$ cat config.mk
export PLATFORM = sky130hd
export DESIGN_NAME = lspcVideoTop
export DESIGN_NICKNAME = d
export VERILOG_FILES = /design/src/common/lspcPkg.sv /design/src/timing/videoCounter.sv /design/src/timing/lineBufferCtrl.sv /design/src/vramPort/vramRegs.sv /design/src/vramPort/vramWriteSequencer.sv /design/src/lspcVideoTop.sv
export VERILOG_INCLUDE_DIRS = /design/src /design/src/common
export SDC_FILE = /design/constraint.sdc
export NUM_CORES = 1
export LEC_CHECK = 0
export BUFFER_PORTS_ARGS = -buffer_cell sky130_fd_sc_hd__buf_2
export CAP_MARGIN = 10
export CORE_MARGIN = 2
export CORE_UTILIZATION = 55
export DETAILED_ROUTE_END_ITERATION = 8
export GPL_ROUTABILITY_DRIVEN = 0
export MAX_ROUTING_LAYER = met4
export PLACE_DENSITY = 0.88
export SLEW_MARGIN = 20
export SYNTH_ARGS = -nofsm -noshare
export SYNTH_HDL_FRONTEND = slang
export SYNTH_HIERARCHICAL = 1
export SYNTH_SLANG_ARGS = --single-unit
$ cat constraint.sdc
create_clock -name CLK -period 2.91 [get_ports CLK]
set_input_delay 0.291 -clock CLK [delete_from_list [all_inputs] [get_ports CLK]]
set_output_delay 0.291 -clock CLK [all_outputs]
set_load 0.01 [all_outputs]
$ cat src/common/lspcVideo_settings.svh
`ifndef LSPCVIDEO_SETTINGS_SVH
`define LSPCVIDEO_SETTINGS_SVH

// Line and frame geometry
`define LINE_PIXELS 384
`define FRAME_LINES 264

// Sync high while pixel count below this
`define HSYNC_PIXELS 32
// Blank from this line to end of frame
`define ACTIVE_LINES 224

// Buffer pair swap pixel
`define FLIP_PIXEL 264
// Buffer address reload pixel
`define RELOAD_PIXEL 268

// Low three pixel bits at a free VRAM slot
`define SLOT_PHASE 7

// CPU register indexes
`define REG_VRAMADDR 0
`define REG_VRAMRW 1
`define REG_VRAMMOD 2

`endif

$ cat src/common/lspcPkg.sv
package lspcPkg;

	// ==================================================
	// Video counters
	// ==================================================

	// Horizontal position, 384 pixels per line
	typedef logic [8:0] pixelCountT;

	// Line number in frame, 264 lines
	typedef logic [8:0] rasterCountT;

	// ==================================================
	// VRAM CPU port
	// ==================================================

	// VRAM word address
	// Bit 15 picks the fast zone on the real chip, kept as a plain bit here
	typedef logic [15:0] vramAddrT;

	// VRAM word, also the CPU data bus word
	typedef logic [15:0] vramDataT;

	// Register index from CPU address bits 3..1
	typedef logic [2:0] cpuRegSelT;

	// ==================================================
	// Write sequencer
	// ==================================================

	// IDLE     nothing waiting
	// PENDING  CPU data latched, waiting for a free slot
	// WRITE    one cycle, VRAM write strobe out
	typedef enum logic [1:0] {
		IDLE,
		PENDING,
		WRITE
	} writeStateT;

endpackage

$ cat src/timing/videoCounter.sv
`include "lspcVideo_settings.svh"

module videoCounter (
	input  logic                 CLK,
	input  logic                 nRESETP,
	output lspcPkg::pixelCountT  pixelCount,
	output lspcPkg::rasterCountT rasterCount,
	output logic                 hSync,
	output logic                 vBlank
);

	import lspcPkg::*;

	// Last values before wrap
	localparam pixelCountT  pixelLast  = pixelCountT'(`LINE_PIXELS - 1);
	localparam rasterCountT rasterLast = rasterCountT'(`FRAME_LINES - 1);

	// Sync and blank thresholds
	localparam pixelCountT  syncEnd    = pixelCountT'(`HSYNC_PIXELS);
	localparam rasterCountT blankStart = rasterCountT'(`ACTIVE_LINES);

	// End of line, raster steps here
	logic lineEnd;

	assign lineEnd = (pixelCount == pixelLast);

	// ==================================================
	// Pixel and raster counters
	// ==================================================

	always_ff @(posedge CLK or negedge nRESETP) begin
		if (!nRESETP) begin
			pixelCount  <= '0;
			rasterCount <= '0;
		end else begin
			// One pixel per clock
			if (lineEnd) begin
				pixelCount <= '0;
			end else begin
				pixelCount <= pixelCount + 1'b1;
			end

			// Next line at end of line, wrap at frame end
			if (lineEnd) begin
				if (rasterCount == rasterLast) begin
					rasterCount <= '0;
				end else begin
					rasterCount <= rasterCount + 1'b1;
				end
			end
		end
	end

	// ==================================================
	// Sync and blank levels
	// ==================================================

	// Sync pulse at start of line
	assign hSync = (pixelCount < syncEnd);

	// Blank over the bottom lines
	assign vBlank = (rasterCount >= blankStart);

	// Pixel counter stays inside the line
	pixelInLine: assert property (@(posedge CLK) disable iff (!nRESETP)
		pixelCount < pixelCountT'(`LINE_PIXELS));

endmodule

$ cat src/timing/lineBufferCtrl.sv
`include "lspcVideo_settings.svh"

module lineBufferCtrl (
	input  logic                CLK,
	input  logic                nRESETP,
	input  lspcPkg::pixelCountT pixelCount,
	output logic                ss1,
	output logic                ss2,
	output logic                ldReload
);

	import lspcPkg::*;

	localparam pixelCountT flipAt   = pixelCountT'(`FLIP_PIXEL);
	localparam pixelCountT reloadAt = pixelCountT'(`RELOAD_PIXEL);

	// Which buffer renders and which shifts out
	logic flip;

	// ==================================================
	// Buffer pair select
	// ==================================================

	always_ff @(posedge CLK or negedge nRESETP) begin
		if (!nRESETP) begin
			flip <= 1'b0;
		end else if (pixelCount == flipAt) begin
			// Swap once per line
			flip <= ~flip;
		end
	end

	// Complementary selects
	assign ss1 = flip;
	assign ss2 = ~flip;

	// ==================================================
	// Reload pulse
	// ==================================================

	// Buffers reload their write address
	// Single cycle, the cycle after the reload pixel
	always_ff @(posedge CLK or negedge nRESETP) begin
		if (!nRESETP) begin
			ldReload <= 1'b0;
		end else begin
			ldReload <= (pixelCount == reloadAt);
		end
	end

	// Never both buffers on the same side
	ssExclusive: assert property (@(posedge CLK) disable iff (!nRESETP)
		ss1 != ss2);

endmodule

$ cat src/vramPort/vramRegs.sv
`include "lspcVideo_settings.svh"

module vramRegs (
	input  logic               CLK,
	input  logic               nRESETP,
	input  lspcPkg::cpuRegSelT cpuRegSel,
	input  lspcPkg::vramDataT  cpuWrData,
	input  logic               cpuWe,
	output lspcPkg::vramDataT  cpuRdData,
	output logic               writeRequest,
	input  logic               vramWe,
	output lspcPkg::vramAddrT  vramAddr,
	output lspcPkg::vramDataT  vramWrData
);

	import lspcPkg::*;

	localparam cpuRegSelT selAddr = cpuRegSelT'(`REG_VRAMADDR);
	localparam cpuRegSelT selRw   = cpuRegSelT'(`REG_VRAMRW);
	localparam cpuRegSelT selMod  = cpuRegSelT'(`REG_VRAMMOD);

	// Address step after each write
	vramAddrT vramMod;

	// Decoded write strobes
	logic wrAddr;
	logic wrRw;
	logic wrMod;

	assign wrAddr = cpuWe && (cpuRegSel == selAddr);
	assign wrRw   = cpuWe && (cpuRegSel == selRw);
	assign wrMod  = cpuWe && (cpuRegSel == selMod);

	// ==================================================
	// Address register
	// ==================================================

	always_ff @(posedge CLK or negedge nRESETP) begin
		if (!nRESETP) begin
			vramAddr <= '0;
		end else if (wrAddr) begin
			// CPU load wins over auto-increment
			vramAddr <= vramAddrT'(cpuWrData);
		end else if (vramWe) begin
			// Step by modulo, 16-bit wrap
			vramAddr <= vramAddr + vramMod;
		end
	end

	// ==================================================
	// Modulo and write data
	// ==================================================

	always_ff @(posedge CLK or negedge nRESETP) begin
		if (!nRESETP) begin
			vramMod <= '0;
		end else if (wrMod) begin
			vramMod <= vramAddrT'(cpuWrData);
		end
	end

	// Latest data replaces a write still waiting
	always_ff @(posedge CLK or negedge nRESETP) begin
		if (!nRESETP) begin
			vramWrData <= '0;
		end else if (wrRw) begin
			vramWrData <= cpuWrData;
		end
	end

	// Request to sequencer, same cycle as the CPU strobe
	assign writeRequest = wrRw;

	// ==================================================
	// CPU readback
	// ==================================================

	always_comb begin
		case (cpuRegSel)
			selAddr: cpuRdData = vramDataT'(vramAddr);
			selRw:   cpuRdData = vramWrData;
			selMod:  cpuRdData = vramDataT'(vramMod);
			default: cpuRdData = '0;
		endcase
	end

endmodule

$ cat src/vramPort/vramWriteSequencer.sv
`include "lspcVideo_settings.svh"

module vramWriteSequencer (
	input  logic                CLK,
	input  logic                nRESETP,
	input  logic                writeRequest,
	input  lspcPkg::pixelCountT pixelCount,
	output logic                vramWe
);

	import lspcPkg::*;

	// Free slot every 8 pixels
	localparam logic [2:0] slotPhase = 3'(`SLOT_PHASE);

	writeStateT state;
	writeStateT stateNext;

	// High on the last pixel before a free slot
	logic slotFree;

	assign slotFree = (pixelCount[2:0] == slotPhase);

	// ==================================================
	// Next state
	// ==================================================

	always_comb begin
		stateNext = state;
		case (state)
			IDLE: begin
				if (writeRequest) begin
					stateNext = PENDING;
				end
			end
			// Wait for slot, a new request only swaps data
			PENDING: begin
				if (slotFree) begin
					stateNext = WRITE;
				end
			end
			// Single cycle, requeue if CPU wrote meanwhile
			WRITE: begin
				if (writeRequest) begin
					stateNext = PENDING;
				end else begin
					stateNext = IDLE;
				end
			end
			default: stateNext = IDLE;
		endcase
	end

	always_ff @(posedge CLK or negedge nRESETP) begin
		if (!nRESETP) begin
			state <= IDLE;
		end else begin
			state <= stateNext;
		end
	end

	// Write strobe for the whole WRITE cycle
	assign vramWe = (state == WRITE);

	// ==================================================
	// Checks
	// ==================================================

	// Strobe only lands in a slot
	weInSlot: assert property (@(posedge CLK) disable iff (!nRESETP)
		$rose(vramWe) |-> $past(pixelCount[2:0]) == slotPhase);

	// WRITE is one cycle
	writeOneCycle: assert property (@(posedge CLK) disable iff (!nRESETP)
		state == WRITE |=> state != WRITE);

endmodule

$ cat src/lspcVideoTop.sv
module lspcVideoTop (
	input  logic                CLK,
	input  logic                nRESETP,
	input  lspcPkg::cpuRegSelT  cpuRegSel,
	input  lspcPkg::vramDataT   cpuWrData,
	input  logic                cpuWe,
	output lspcPkg::vramDataT   cpuRdData,
	output lspcPkg::pixelCountT pixelCount,
	output lspcPkg::rasterCountT rasterCount,
	output logic                hSync,
	output logic                vBlank,
	output logic                ss1,
	output logic                ss2,
	output logic                ldReload,
	output lspcPkg::vramAddrT   vramAddr,
	output lspcPkg::vramDataT   vramWrData,
	output logic                vramWe
);

	// CPU write waiting for a slot
	logic writeRequest;

	// ==================================================
	// Timing side
	// ==================================================

	videoCounter uVideoCounter (
		.CLK        (CLK),
		.nRESETP    (nRESETP),
		.pixelCount (pixelCount),
		.rasterCount(rasterCount),
		.hSync      (hSync),
		.vBlank     (vBlank)
	);

	lineBufferCtrl uLineBufferCtrl (
		.CLK       (CLK),
		.nRESETP   (nRESETP),
		.pixelCount(pixelCount),
		.ss1       (ss1),
		.ss2       (ss2),
		.ldReload  (ldReload)
	);

	// ==================================================
	// CPU VRAM port
	// ==================================================

	vramRegs uVramRegs (
		.CLK         (CLK),
		.nRESETP     (nRESETP),
		.cpuRegSel   (cpuRegSel),
		.cpuWrData   (cpuWrData),
		.cpuWe       (cpuWe),
		.cpuRdData   (cpuRdData),
		.writeRequest(writeRequest),
		.vramWe      (vramWe),
		.vramAddr    (vramAddr),
		.vramWrData  (vramWrData)
	);

	// Slot timing comes from the pixel counter
	vramWriteSequencer uVramWriteSequencer (
		.CLK         (CLK),
		.nRESETP     (nRESETP),
		.writeRequest(writeRequest),
		.pixelCount  (pixelCount),
		.vramWe      (vramWe)
	);

endmodule

Word level (Yosys, flattened, before mapping):

Cells that the tools add are included.
Widths: inputs -> output; s select.

* add/sub/neg operators: 3
* magnitude comparators: 2
* eq/ne operators: 11
* multiplexer cells: 9
* bitwise operators: 1
* reductions and logical operators: 7

Operators with widths (number)
* $pmux 16 s3: 1
* $eq 9x9->1 const B: 4
* $mux 16: 2
* $add 9x1->9 const B: 2
* $mux 9: 2
* $add 16x16->16: 1
* $ge 9x8->1 const B: 1
* $lt 9x6->1 const B: 1
* $pmux 2 s3: 1
* $mux 2: 2
* $eq 3x1->1 const B: 1
* $eq 3x2->1 const B: 1
* $eq 3x3->1 const B: 1
* $logic_and 1x1->1: 3
* $logic_not 3->1: 1
* $eq 2x1->1 const B: 1
* $eq 2x2->1 const B: 1
* $logic_not 2->1: 1
* $ne 2x1->1 const B: 1
* $ne 2x2->1 const B: 1
* $reduce_and 2->1: 1
* $reduce_bool 2->1: 1
* $mux 1: 1
* $not 1->1: 1

* register bits after elaboration: 70
* output and inout bits: 72
* logic and storage cells: 41

Logic depth before layout (Yosys ltp):

Gate-level depths: netlist (run 1).

* depth after elaboration: 4
* depth in mapped cells: 8

By module:

Netlist (run 1), hierarchy kept.

By module, submodules not included
* vramRegs: instances 1, cells an instance 313, area an instance 3118.0 um^2
* videoCounter: instances 1, cells an instance 90, area an instance 879.6 um^2
* lineBufferCtrl: instances 1, cells an instance 10, area an instance 115.1 um^2
* vramWriteSequencer: instances 1, cells an instance 7, area an instance 90.1 um^2

Worst setup path before layout (run 1):

Ideal clock, no wire load.

* path type: reg2reg
* start: register uVramRegs.vramAddr[0]
* end: register uVramRegs.vramAddr[14]
* setup time: 124 ps
* arrival time: 2004 ps
* data required time: 2786 ps
* path slack: 782 ps
* cell stages (with the launch flop): 9
* buffers on the path: 0
* period minus slack after synthesis: 2128 ps
* cell sequence: dfrtp_1 -> ha_1 -> fa_1 -> a21oi_1 -> o211ai_1 -> a21boi_1 -> o2bb2ai_1 -> xor2_1 -> o21ai_1

* longest elaborated chain between the ends: 3

RTL lines
* start: declaration: line vramRegs.sv:12 `output lspcPkg::vramAddrT vramAddr,`
* start signal: assignment: line vramRegs.sv:43 `vramAddr <= vramAddrT'(cpuWrData);`
* start signal: assignment: line vramRegs.sv:46 `vramAddr <= vramAddr + vramMod;`
* $add 16x16->16: line vramRegs.sv:46
* $mux 16: line vramRegs.sv:44 `end else if (vramWe) begin`
* $mux 16: line vramRegs.sv:41 `end else if (wrAddr) begin`

Every way passes these cells. The select of a mux whose other input is x is not followed.
A chain may end at the register's enable or synchronous reset.

Final worst setup path (run 1):

Same ends and word-level chain as after synthesis.

==> results of run 1 <==
-- worst paths after layout --
check | cells after the start | startpoint | endpoint
max reg2reg | 8 | uVramRegs/vramAddr[0] | uVramRegs/vramAddr[14]
min | 3 | cpuWrData[6] | uVramRegs/vramAddr[6]
min reg2reg | 1 | uVramWriteSequencer/state[1] | uVramWriteSequencer/state[1]
min in group asynchronous | 3 | nRESETP | uVramRegs/vramWrData[1]
max in group asynchronous | 3 | nRESETP | uVramRegs/vramWrData[7]
max | 8 | uVramRegs/vramAddr[0] | uVramRegs/vramAddr[14]
-- tightest hold or removal path, cell delays in order --
cell     delay, ns
buf_2         0.10
nand2_1       0.04
o21ai_1       0.06
-- cell usage in the layout (no fill, tap or decap), types with 6 or more instances in the layout --
master    count
buf_2        93
xnor2_1      18
o21ai_1      16
inv_1        11
clkbuf_8     12
o21ai_0      14
buf_4         9
nand4_1       6
ha_1         18
mux2i_1      24
nand2_1      26
nor3b_1       8
nor2_1       38
nand3_1      17
a21oi_1      39
mux2_1       32
dfrtp_1      70
-- layer usage --
metal | share of wire (%) | GRT usage [%] | vias up
met4 | 1.7 | 8.71 | 0
met5 | 0 | - | -
met1 | 44 | 32.3 | 1698
li1 | - | - | 1688
met3 | 7.0 | 7.63 | 13
met2 | 48 | 40.7 | 123
-- metrics by stage --
step	area [um2]	total power [W]
after floorplan	4200	0.00268
after global placement	4790	0.00312
after detailed placement	4790	0.00320
after CTS	4980	0.00396
after global routing	4980	0.00422
final	4980	0.00393
-- Yosys cell counts, drive strengths merged (2+ instances only) --
cell type  instances
nand2             27
nand4              7
a21boi             3
xor2               4
nor4               3
ha                18
inv               11
and3               5
a31oi              5
nand2b             2
buf               10
or4                3
o22ai              2
o211ai             2
nor2b              5
clkbuf             9
nor2              39
mux2              33
nor3               2
mux2i             24
dfrtp             70
a21oi             40
nor3b             10
and2               2
nand3             17
or3                3
xnor2             18
o21ai             30
-- flip-flops by register name, indices dropped and copies added (netlist names) --
register and cells:
uVramWriteSequencer/state 2, uVideoCounter/pixelCount 9, uVramRegs/vramMod 16, uLineBufferCtrl/ss1 1
uVramRegs/vramAddr 16, uLineBufferCtrl/ldReload 1, uVideoCounter/rasterCount 9, uVramRegs/vramWrData 16
-- logic make-up (layout without fill, tap and decap cells) --
kind of cell / count (synthesis) / after routing / share of synthesized area [%]
and+or+nand+nor: 131 / 131 / 17.4
AOI/OAI and AO/OA: 91 / 91 / 12.6
DFF: 70 / 70 / 41.7
muxes: 57 / 57 / 14.6
buffers and inverters: 30 / 131 / 3.22
xor gates and xnor gates: 22 / 22 / 4.58
adders and majority gates: 19 / 19 / 5.84
-- power by group through the flow --
stage / clock network (W) / logic, W / registers [W]
floorplan: 0 / 0.00125 / 0.00143
global placement: 0 / 0.00175 / 0.00137
detailed placement: 0 / 0.00181 / 0.00139
CTS: 0.000762 / 0.00182 / 0.00137
global route: 0.000806 / 0.00201 / 0.00141
finish: 0.000741 / 0.00182 / 0.00137
-- cell type report --
type                            instances  share of cell area (%)
Clock buffer                           13                    3.39
Clock inverter                          3                   0.351
Inverter                               11                   0.828
Multi-Input combinational cell        320                    46.5
Sequential cell                        70                    35.1
Tap cell                               99                    2.48
Timing Repair Buffer                  104                    11.3
==> summary.txt, run 1 <==
Clocking
  – Postcts setup bufs: 0
  – Reg clk slew, reported paths: 0.07 ns
  – CTS Buf Count: 9
  – Post-CTS Hold Fix Bufs: 1
  – H-tree depth: 3
  – Clk_lat worst skew: about 0.35 ns
  – Post-CTS sizing: 0
  – CTS tree: built
  – Clock Path Buffers: 2
  – CTS root buffer: clkbuf_8
  – CTS Sinks: 70

Synthesis
  – Synth Cell Area: around 4200 um2
  – Number of enable flip-flop cells after synthesis: 0
  – Cell taking the most area after synthesis: dfrtp_1
  – Flops & latches, synth: 70
  – Async SR Flop Fraction: 100%
  – Seq/Total Area, Yosys: a little over two fifths
  – Synth top area share: approximately two fifths
  – Syn Nets: 461
  – Synth area leaders: dfrtp_1, mux2_1, mux2i_1
  – Syn Inst Count: 420
  – Main synth FF type: dfrtp_1
  – Netlist cell types: 59
  – Yosys warning count: 6
  – Avg Cell Area, Syn: 10.0 um2

STA
  – Final max-slew violation count: 0
  – Worst-margin pin slew: 0.651 ns
  – Final period utilization: between 80% and 90%
  – Hold Vio Cnt, Final: 0
  – Setup TNS: 0 ns
  – Final hold slack: between 0.15 and 0.2 ns
  – Setup slack after layout: around 0.56 ns
  – Max Clock Skew: about 0.0045 ns
  – Final setup vio count: 0
  – Fmax: around 430 MHz
  – Slew margin rel.: 56.5%
  – Final worst path period need: ~2.4 ns
  – RSZ-0062 raised after global routing: no

Routing
  – Drt wl/cell: 16.4 um
  – Number of DRC markers in iteration 0: 221
  – DR DRC count: 0
  – Vias post-DR: 3522
  – Vias/cell: ~5.7
  – Final WL: 10.2 mm
  – Drt first pass iters: 5
  – Post-route ant nets: 0

Layout
  – Multi-input gate area: between 2000 and 2500 um2
  – Post-layout instance count excluding filler cells: 620
  – Final core utilization: about two thirds
  – Share of layout cells above drive strength 1: about a quarter
  – # diodes: 0
  – Nets@finish: roughly 560
  – FF+latch area: ~1800 um2
  – # fillers: a little over 600
  – P&R area growth vs syn: 18.6%

Global routing
  – Grt ovf: 0
  – Largest net degree at the start of global routing: 71
  – Vias in the first global route: 3482
  – Initial antenna violation count: 0
  – GRT Resource Usage Total: between 20 and 30%
  – First-pass GRT wire length: roughly 17 mm

Pwr
  – P_int: around 0.0024 W
  – PwrDens: approximately 790 nW/um2
  – Flop pwr share: a little over a third
  – Worst VDD drop: roughly 0.35 mV
  – Switch share: between 30% and 40%
  – Logic pwr share: 46.3%
  – Clock share of power: between 10% and 20%
  – P_sw: about 0.0015 W
  – Leakage: about 2.3 nW

Outcome
  – Status: finished clean

Critical path
  – Worst setup SP type: flop
  – Critical path buffers and inverters: 0
  – CP required: between 3 and 4 ns
  – Critical-path top delay cell: dfrtp_1
  – Critical path's largest stage delay: roughly 0.42 ns
  – Path type of the worst setup path: flop to flop
  – CP arrival: 2.58 ns
  – Delay-heaviest family, CP: compound AO/OA/AOI/OAI gates
  – CP endpoint kind: flop
  – Critical Path, Cell by Cell: ha_1, fa_1, a21oi_1, o211ai_1, a21boi_1, o2bb2ai_1, xor2_1, o21ai_1
  – Crit-path max FO: 4
  – R2R Setup Slk: between 0.5 and 0.6 ns

Die
  – Core area: approximately 7300 um2
  – Row count: 31
  – # IOs: 94
  – Die area: around 8400 um2
  – Initial Util: between 50% and 60%
  – Die Width: a little over 90 um
  – Die H: around 91 um

Place
  – Port Buffer Count: 93
  – Placed cell count: ~600
  – Setup WS pre-CTS: 0.572 ns
  – Dpl hpwl: ~7.2 mm

Worst hold path
  – Worst min-delay path class: primary input to flop

Run
  – MaxCap Viol Count: 0
(Power assumes the default switching activity.)
==> run 2, diff against run 1 <==
--- a/config.mk
+++ b/config.mk
@@ -6,6 +6,7 @@
 export SDC_FILE = /design/constraint.sdc
 export NUM_CORES = 1
 export LEC_CHECK = 0
+export ABC_AREA = 1
 export BUFFER_PORTS_ARGS = -buffer_cell sky130_fd_sc_hd__buf_2
 export CAP_MARGIN = 10
 export CORE_MARGIN = 2
@@ -13,7 +14,7 @@
 export DETAILED_ROUTE_END_ITERATION = 8
 export GPL_ROUTABILITY_DRIVEN = 0
 export MAX_ROUTING_LAYER = met4
-export PLACE_DENSITY = 0.88
+export PLACE_DENSITY = 0.87
 export SLEW_MARGIN = 20
 export SYNTH_ARGS = -nofsm -noshare
 export SYNTH_HDL_FRONTEND = slang
==> constraint.sdc (replaced) <==
create_clock -name CLK -period 2.45 [get_ports CLK]
set_input_delay 0.245 -clock CLK [delete_from_list [all_inputs] [get_ports CLK]]
set_output_delay 0.245 -clock CLK [all_outputs]
set_load 0.01 [all_outputs]
==> summary.txt, run 2 <==
Synthesis
  – Syn Inst Count: approximately 600
  – Flops & latches, synth: 70
  – Syn Nets: roughly 650
  – Post-synthesis compound-gate area fraction: between 10% and 20%
  – Cell taking the most area after synthesis: dfrtp_1
  – Synth top area share: approximately two fifths
  – Post-Synth XOR/XNOR Area: approximately 1.6%
  – Avg Cell Area, Syn: about 7.2 um2
  – Synth Cell Area: between 4000 and 5000 um2
  – Mux cell area share after synthesis: 0%
  – Synth area leaders: dfrtp_1, nand2_1, inv_1
  – Most common cell in the netlist: nand2_1
  – Synth Area in Simple Gates: between 30% and 40%
  – Largest family of logic cells by synthesized area: simple AND/OR/NAND/NOR gates
  – Async SR Flop Fraction: between 90% and 100%
  – Seq/Total Area, Yosys: ~40%
  – Number of enable flip-flop cells after synthesis: 0
  – Netlist cell types: 34
  – Yosys warning count: 6
  – Main synth FF type: dfrtp_1
  – Adder-Cell Fraction of Synth Area: 5.62%
  – Post-synth top cells: nand2_1, inv_1, dfrtp_1

Pwr
  – Worst VDD drop: roughly 0.4 mV
  – PwrDens: approximately 860 nW/um2
  – Leakage: roughly 2.9 nW

Place
  – Setup WS pre-CTS: ~0.65 ns
  – Port Buffer Count: 93
  – Placed cell count: 790
  – Dpl hpwl: slightly above 8 mm

Global routing
  – GRT Resource Usage Total: between 20 and 30%
  – Initial antenna violation count: 0
  – Grt ovf: 0
  – Vias in the first global route: about 4200
  – Largest net degree at the start of global routing: 40
  – First-pass GRT wire length: 18.9 mm

Clocking
  – CTS tree: built
  – Clk_lat worst skew: roughly 0.34 ns
  – Clock Path Buffers: 2
  – CTS Buf Count: 9
  – Post-CTS Hold Fix Bufs: 1
  – CTS Sinks: 70
  – CTS root buffer: clkbuf_8
  – Post-CTS sizing: 0
  – Reg clk slew, reported paths: about 0.070 ns
  – Postcts setup bufs: 0
  – H-tree depth: 3

Routing
  – Final WL: ~11 mm
  – Drt first pass iters: 5
  – Vias/cell: 5.40
  – Drt wl/cell: around 14 um
  – Post-route ant nets: 0
  – DR DRC count: 0
  – Number of DRC markers in iteration 0: between 200 and 300
  – Vias post-DR: 4359

STA
  – RSZ-0062 raised after global routing: no
  – Final worst path period need: 1.83 ns
  – Hold Vio Cnt, Final: 0
  – Final hold slack: roughly 0.15 ns
  – Final setup vio count: 0
  – Setup TNS: 0 ns
  – Worst-margin pin slew: roughly 0.58 ns
  – Final period utilization: around 75%
  – Final max-slew violation count: 0
  – Max Clock Skew: ~0.0075 ns
  – Slew margin rel.: about three fifths
  – Setup slack after layout: 0.618 ns
  – Fmax: 546 MHz

Critical path
  – CP required: roughly 2.7 ns
  – Path type of the worst setup path: flop to flop
  – CP arrival: between 2 and 2.5 ns
  – Worst setup SP type: flop
  – R2R Setup Slk: just over 0.6 ns
  – FF-to-FF path depth: 10
  – RR Endpoint: uVramRegs/vramAddr[10]
  – CP endpoint kind: flop
  – Reg-to-Reg Start: uVramRegs/vramAddr[0]
  – Crit-path max FO: 4

Layout
  – Share of layout cells above drive strength 1: a little under a fifth
  – Top flop regs: uVramRegs/vramAddr: 16 flops, uVramRegs/vramMod: 16 flops, uVramRegs/vramWrData: 16 flops
  – Nets@finish: around 740
  – Post-layout instance count excluding filler cells: around 800
  – # fillers: 665
  – P&R area growth vs syn: 18.1%
  – Commonest non-fill, non-tap cell in the layout: nand2_1
  – # diodes: 0
  – Commonest non-fill, non-tap cells in the layout: nand2_1, inv_1, buf_2

Die
  – # IOs: 94
  – Row count: 32
  – Core area: about 7700 um2
  – Die H: 93.0 um
  – Die Width: approximately 93 um
  – Die area: approximately 8700 um2
  – Initial Util: around 57%

Worst hold path
  – WHS Path Cells: 3
  – Worst min-delay path class: primary input to flop
  – Worst hold endpoint: uVramRegs/vramAddr[7]
  – Hold path start: cpuWrData[7]

Outcome
  – Status: finished clean

Run
  – MaxCap Viol Count: 0
run 2: kinds of logic after synthesis:
logic type                 Yosys count
buffers and inverters              114
AOI/OAI and AO/OA                   85
DFF                                 70
and+or+nand+nor                    308
adders and majority gates           19
xor gates and xnor gates             8
run 2: layout make-up:
| cell class | count | area [um2] | area share, % |
|---|---|---|---|
| clock buffers | 11 | 151 | 2.94 |
| clock inverters | 5 | 81.3 | 1.58 |
| inverters | 101 | 379 | 7.36 |
| multi-input cells | 420 | 2140 | 41.6 |
| repair buffers | 98 | 518 | 10.1 |
| well taps | 102 | 128 | 2.48 |
| flip-flops and latches | 70 | 1750 | 34.0 |
run 2: metal layers:
metal,GRT usage [%],routed length (um)
met4,9.19,152
met2,48.1,5790
met1,33.1,4520
met5,-,0
met3,5.72,863
run 2: critical path, cell delays in order (launching register included):
cell and delay [ns]:
dfrtp_1 0.41, ha_1 0.23, fa_1 0.41, nand2_1 0.11, nand2_1 0.06, nand3b_1 0.09
nand2_1 0.10, nand2_1 0.10, nand3b_1 0.09, nand3_1 0.09, nand2_1 0.05
run 2: metrics by stage:
step	utilization, %	power, W	cell area (um2)
floorplan	-	0.00278	4360
global placement	63.8	0.00328	4910
detailed placement	63.8	0.00335	4910
CTS	67.0	0.00445	5150
global route	67.0	0.00478	5150
finish	67.0	0.00445	5150
run 2: how the worst max path moves through the flow:
stage / from / end / slack (ns) / cells after the start
global placement: uVramRegs/vramAddr[0] / uVramRegs/vramAddr[14] / 0.70 / 10
floorplan: uVramRegs/vramAddr[0] / uVramRegs/vramAddr[14] / 0.73 / 10
detailed placement: uVramRegs/vramAddr[0] / uVramRegs/vramAddr[10] / 0.65 / 10
global route: uVramRegs/vramAddr[0] / uVramRegs/vramAddr[10] / 0.43 / 10
CTS: uVramRegs/vramAddr[0] / uVramRegs/vramAddr[10] / 0.64 / 10
finish: uVramRegs/vramAddr[0] / uVramRegs/vramAddr[10] / 0.62 / 10
run 2: where the power goes:
group | leakage, nW | internal (W) | total, W | switching, W
logic | 1.90 | 0.000688 | 0.00179 | 0.00111
registers | 0.893 | 0.00138 | 0.00159 | 0.000211
clock network | 0.116 | 0.000629 | 0.00107 | 0.000437
==> run 3, diff against run 2 <==
--- a/config.mk
+++ b/config.mk
@@ -6,7 +6,7 @@
 export SDC_FILE = /design/constraint.sdc
 export NUM_CORES = 1
 export LEC_CHECK = 0
-export ABC_AREA = 1
+export ABC_AREA = 0
 export BUFFER_PORTS_ARGS = -buffer_cell sky130_fd_sc_hd__buf_2
 export CAP_MARGIN = 10
 export CORE_MARGIN = 2
@@ -14,7 +14,7 @@
 export DETAILED_ROUTE_END_ITERATION = 8
 export GPL_ROUTABILITY_DRIVEN = 0
 export MAX_ROUTING_LAYER = met4
-export PLACE_DENSITY = 0.87
+export PLACE_DENSITY = 0.88
 export SLEW_MARGIN = 20
 export SYNTH_ARGS = -nofsm -noshare
 export SYNTH_HDL_FRONTEND = slang
==> constraint.sdc (replaced) <==
create_clock -name CLK -period 1.9 [get_ports CLK]
set_input_delay 0.19 -clock CLK [delete_from_list [all_inputs] [get_ports CLK]]
set_output_delay 0.19 -clock CLK [all_outputs]
set_load 0.01 [all_outputs]
==> summary.txt, run 3 (synthesized netlist as in run 1, its figures left out) <==
STA
  – RSZ-0062 raised after global routing: yes
  – Setup slack after layout: -0.201 ns
  – Final worst path period need: about 2.1 ns
  – Final max-slew violation count: 0
  – Final setup vio count: 7
  – Fmax: 476 MHz
  – Worst-margin pin slew: 0.597 ns
  – Max Clock Skew: 0.0107 ns
  – Slew margin rel.: 60.2%
  – Final period utilization: 111%
  – Hold Vio Cnt, Final: 0

Die
  – Core area: roughly 7300 um2
  – Initial Util: between 50% and 60%
  – Die Width: slightly above 90 um
  – Die H: approximately 90 um
  – Die area: ~8400 um2
  – Row count: 31
  – # IOs: 94

Critical path
  – CP arrival: ~2.3 ns
  – Crit-path max FO: 4
  – Worst setup SP type: flop
  – CP endpoint kind: flop
  – Path type of the worst setup path: flop to flop
  – R2R Setup Slk: -0.20 ns
  – FF-to-FF path depth: 9
  – CP required: 2.13 ns

Global routing
  – Largest net degree at the start of global routing: 27
  – GRT Resource Usage Total: ~29%
  – First-pass GRT wire length: ~19 mm
  – Initial antenna violation count: 0
  – Vias in the first global route: around 3900
  – Grt ovf: 0

Clocking
  – H-tree depth: 3
  – Reg clk slew, reported paths: around 0.08 ns
  – CTS Sinks: 70
  – Clock Path Buffers: 2
  – CTS root buffer: clkbuf_8
  – Clk_lat worst skew: 0.36 ns
  – CTS tree: built
  – CTS Buf Count: 9

Layout
  – Post-layout instance count excluding filler cells: around 660
  – Commonest non-fill, non-tap cells in the layout: buf_2, dfrtp_1, buf_4
  – # diodes: 0
  – Nets@finish: between 500 and 600
  – Top flop regs: uVramRegs/vramAddr: 16 flops, uVramRegs/vramMod: 16 flops, uVramRegs/vramWrData: 16 flops
  – Share of layout cells above drive strength 1: between 30% and 40%
  – Final core utilization: roughly three quarters
  – P&R area growth vs syn: 32.1%
  – Commonest non-fill, non-tap cell in the layout: buf_2

Worst hold path
  – Worst min-delay path class: primary input to flop
  – WHS Path Cells: 3

Pwr
  – Worst VDD drop: approximately 0.6 mV
  – Leakage: 2.56 nW
  – Final Power: roughly 0.0075 W
  – PwrDens: 1340 nW/um2

Routing
  – Drt wl/cell: between 15 and 20 um
  – Drt first pass iters: 5
  – Post-route ant nets: 0
  – Vias post-DR: just under 4000
  – Vias/cell: 5.99
  – Number of DRC markers in iteration 0: ~320
  – Final WL: about 12 mm
  – DR DRC count: 0

Outcome
  – Failing checks: setup timing
  – Status: complete, but fails checks

Run
  – MaxCap Viol Count: 0

Place
  – Port Buffer Count: 93
  – Placed cell count: approximately 640
  – Setup WS pre-CTS: -0.155 ns
  – Dpl hpwl: ~8.1 mm
[run 3: changes by cell type in the layout (fill, tap and decap cells not counted), moves of 24 or more]
cell / delta
inv_1: -86
buf_4: +46
mux2i_1: +24
mux2_1: +32
nand2_1: -191
[run 3: what timing repair did]
action                                  4_1_cts  5_1_grt
pin swaps                                    11       17
buffers inserted                              2        3
hold buffers                                  1        0
endpoints found under the hold margin        21        0
gates resized for setup                       6       15
endpoints found under the setup margin        9       10
[run 3: per-layer routing]
metal,part of all wire [%],GRT usage [%],up-vias
met5,0,-,-
met4,2.7,11.5,0
met3,7.5,6.64,39
met2,50,47.1,197
met1,40,36.1,1956
li1,-,-,1775
[run 3: cell type report]
class	count	area (um2)
Sequential cell	70	1760
Fill cell	508	1780
Inverter	11	41.3
Clock buffer	10	138
Tap cell	99	124
Timing Repair Buffer	146	895
Multi-Input combinational cell	320	2510
Clock inverter	6	85.1
[run 3: worst paths after layout]
path | startpoint | to
max | uVramRegs/vramMod[0] | uVramRegs/vramAddr[8]
min | cpuWrData[6] | uVramRegs/vramAddr[6]
max reg2reg | uVramRegs/vramMod[0] | uVramRegs/vramAddr[8]
min reg2reg | uVramWriteSequencer/state[1] | uVramWriteSequencer/state[1]
max in group asynchronous | nRESETP | uVramRegs/vramMod[12]
min in group asynchronous | nRESETP | uVramRegs/vramWrData[2]
[run 3: worst max-delay path: stages, from the launching register on]
cell and delay, ns:
dfrtp_1 0.38, ha_2 0.20, fa_2 0.37, a21oi_2 0.15
o211ai_1 0.12, a21boi_2 0.27, buf_4 0.18, xnor2_2 0.06
mux2i_1 0.16, o21ai_1 0.09
[run 3: through the flow]
stage / TNS (ns) / hold slack, ns / instance area [um2]
after floorplan: -0.0717 / -0.106 / 4280
after global placement: -0.204 / 0.214 / 5160
after global routing: -1.21 / 0.0767 / 5550
final: -0.732 / 0.0756 / 5550
after CTS: -0.408 / 0.0707 / 5440
after detailed placement: -0.474 / 0.225 / 5160
[run 3: where the power goes]
group | leakage [nW] | internal [W] | total, W | switching [W]
Clock | 0.108 | 0.000769 | 0.00136 | 0.000588
Sequential | 0.864 | 0.00181 | 0.00214 | 0.000334
Combinational | 1.59 | 0.00198 | 0.00396 | 0.00197
Total | 2.56 | 0.00456 | 0.00746 | 0.00289
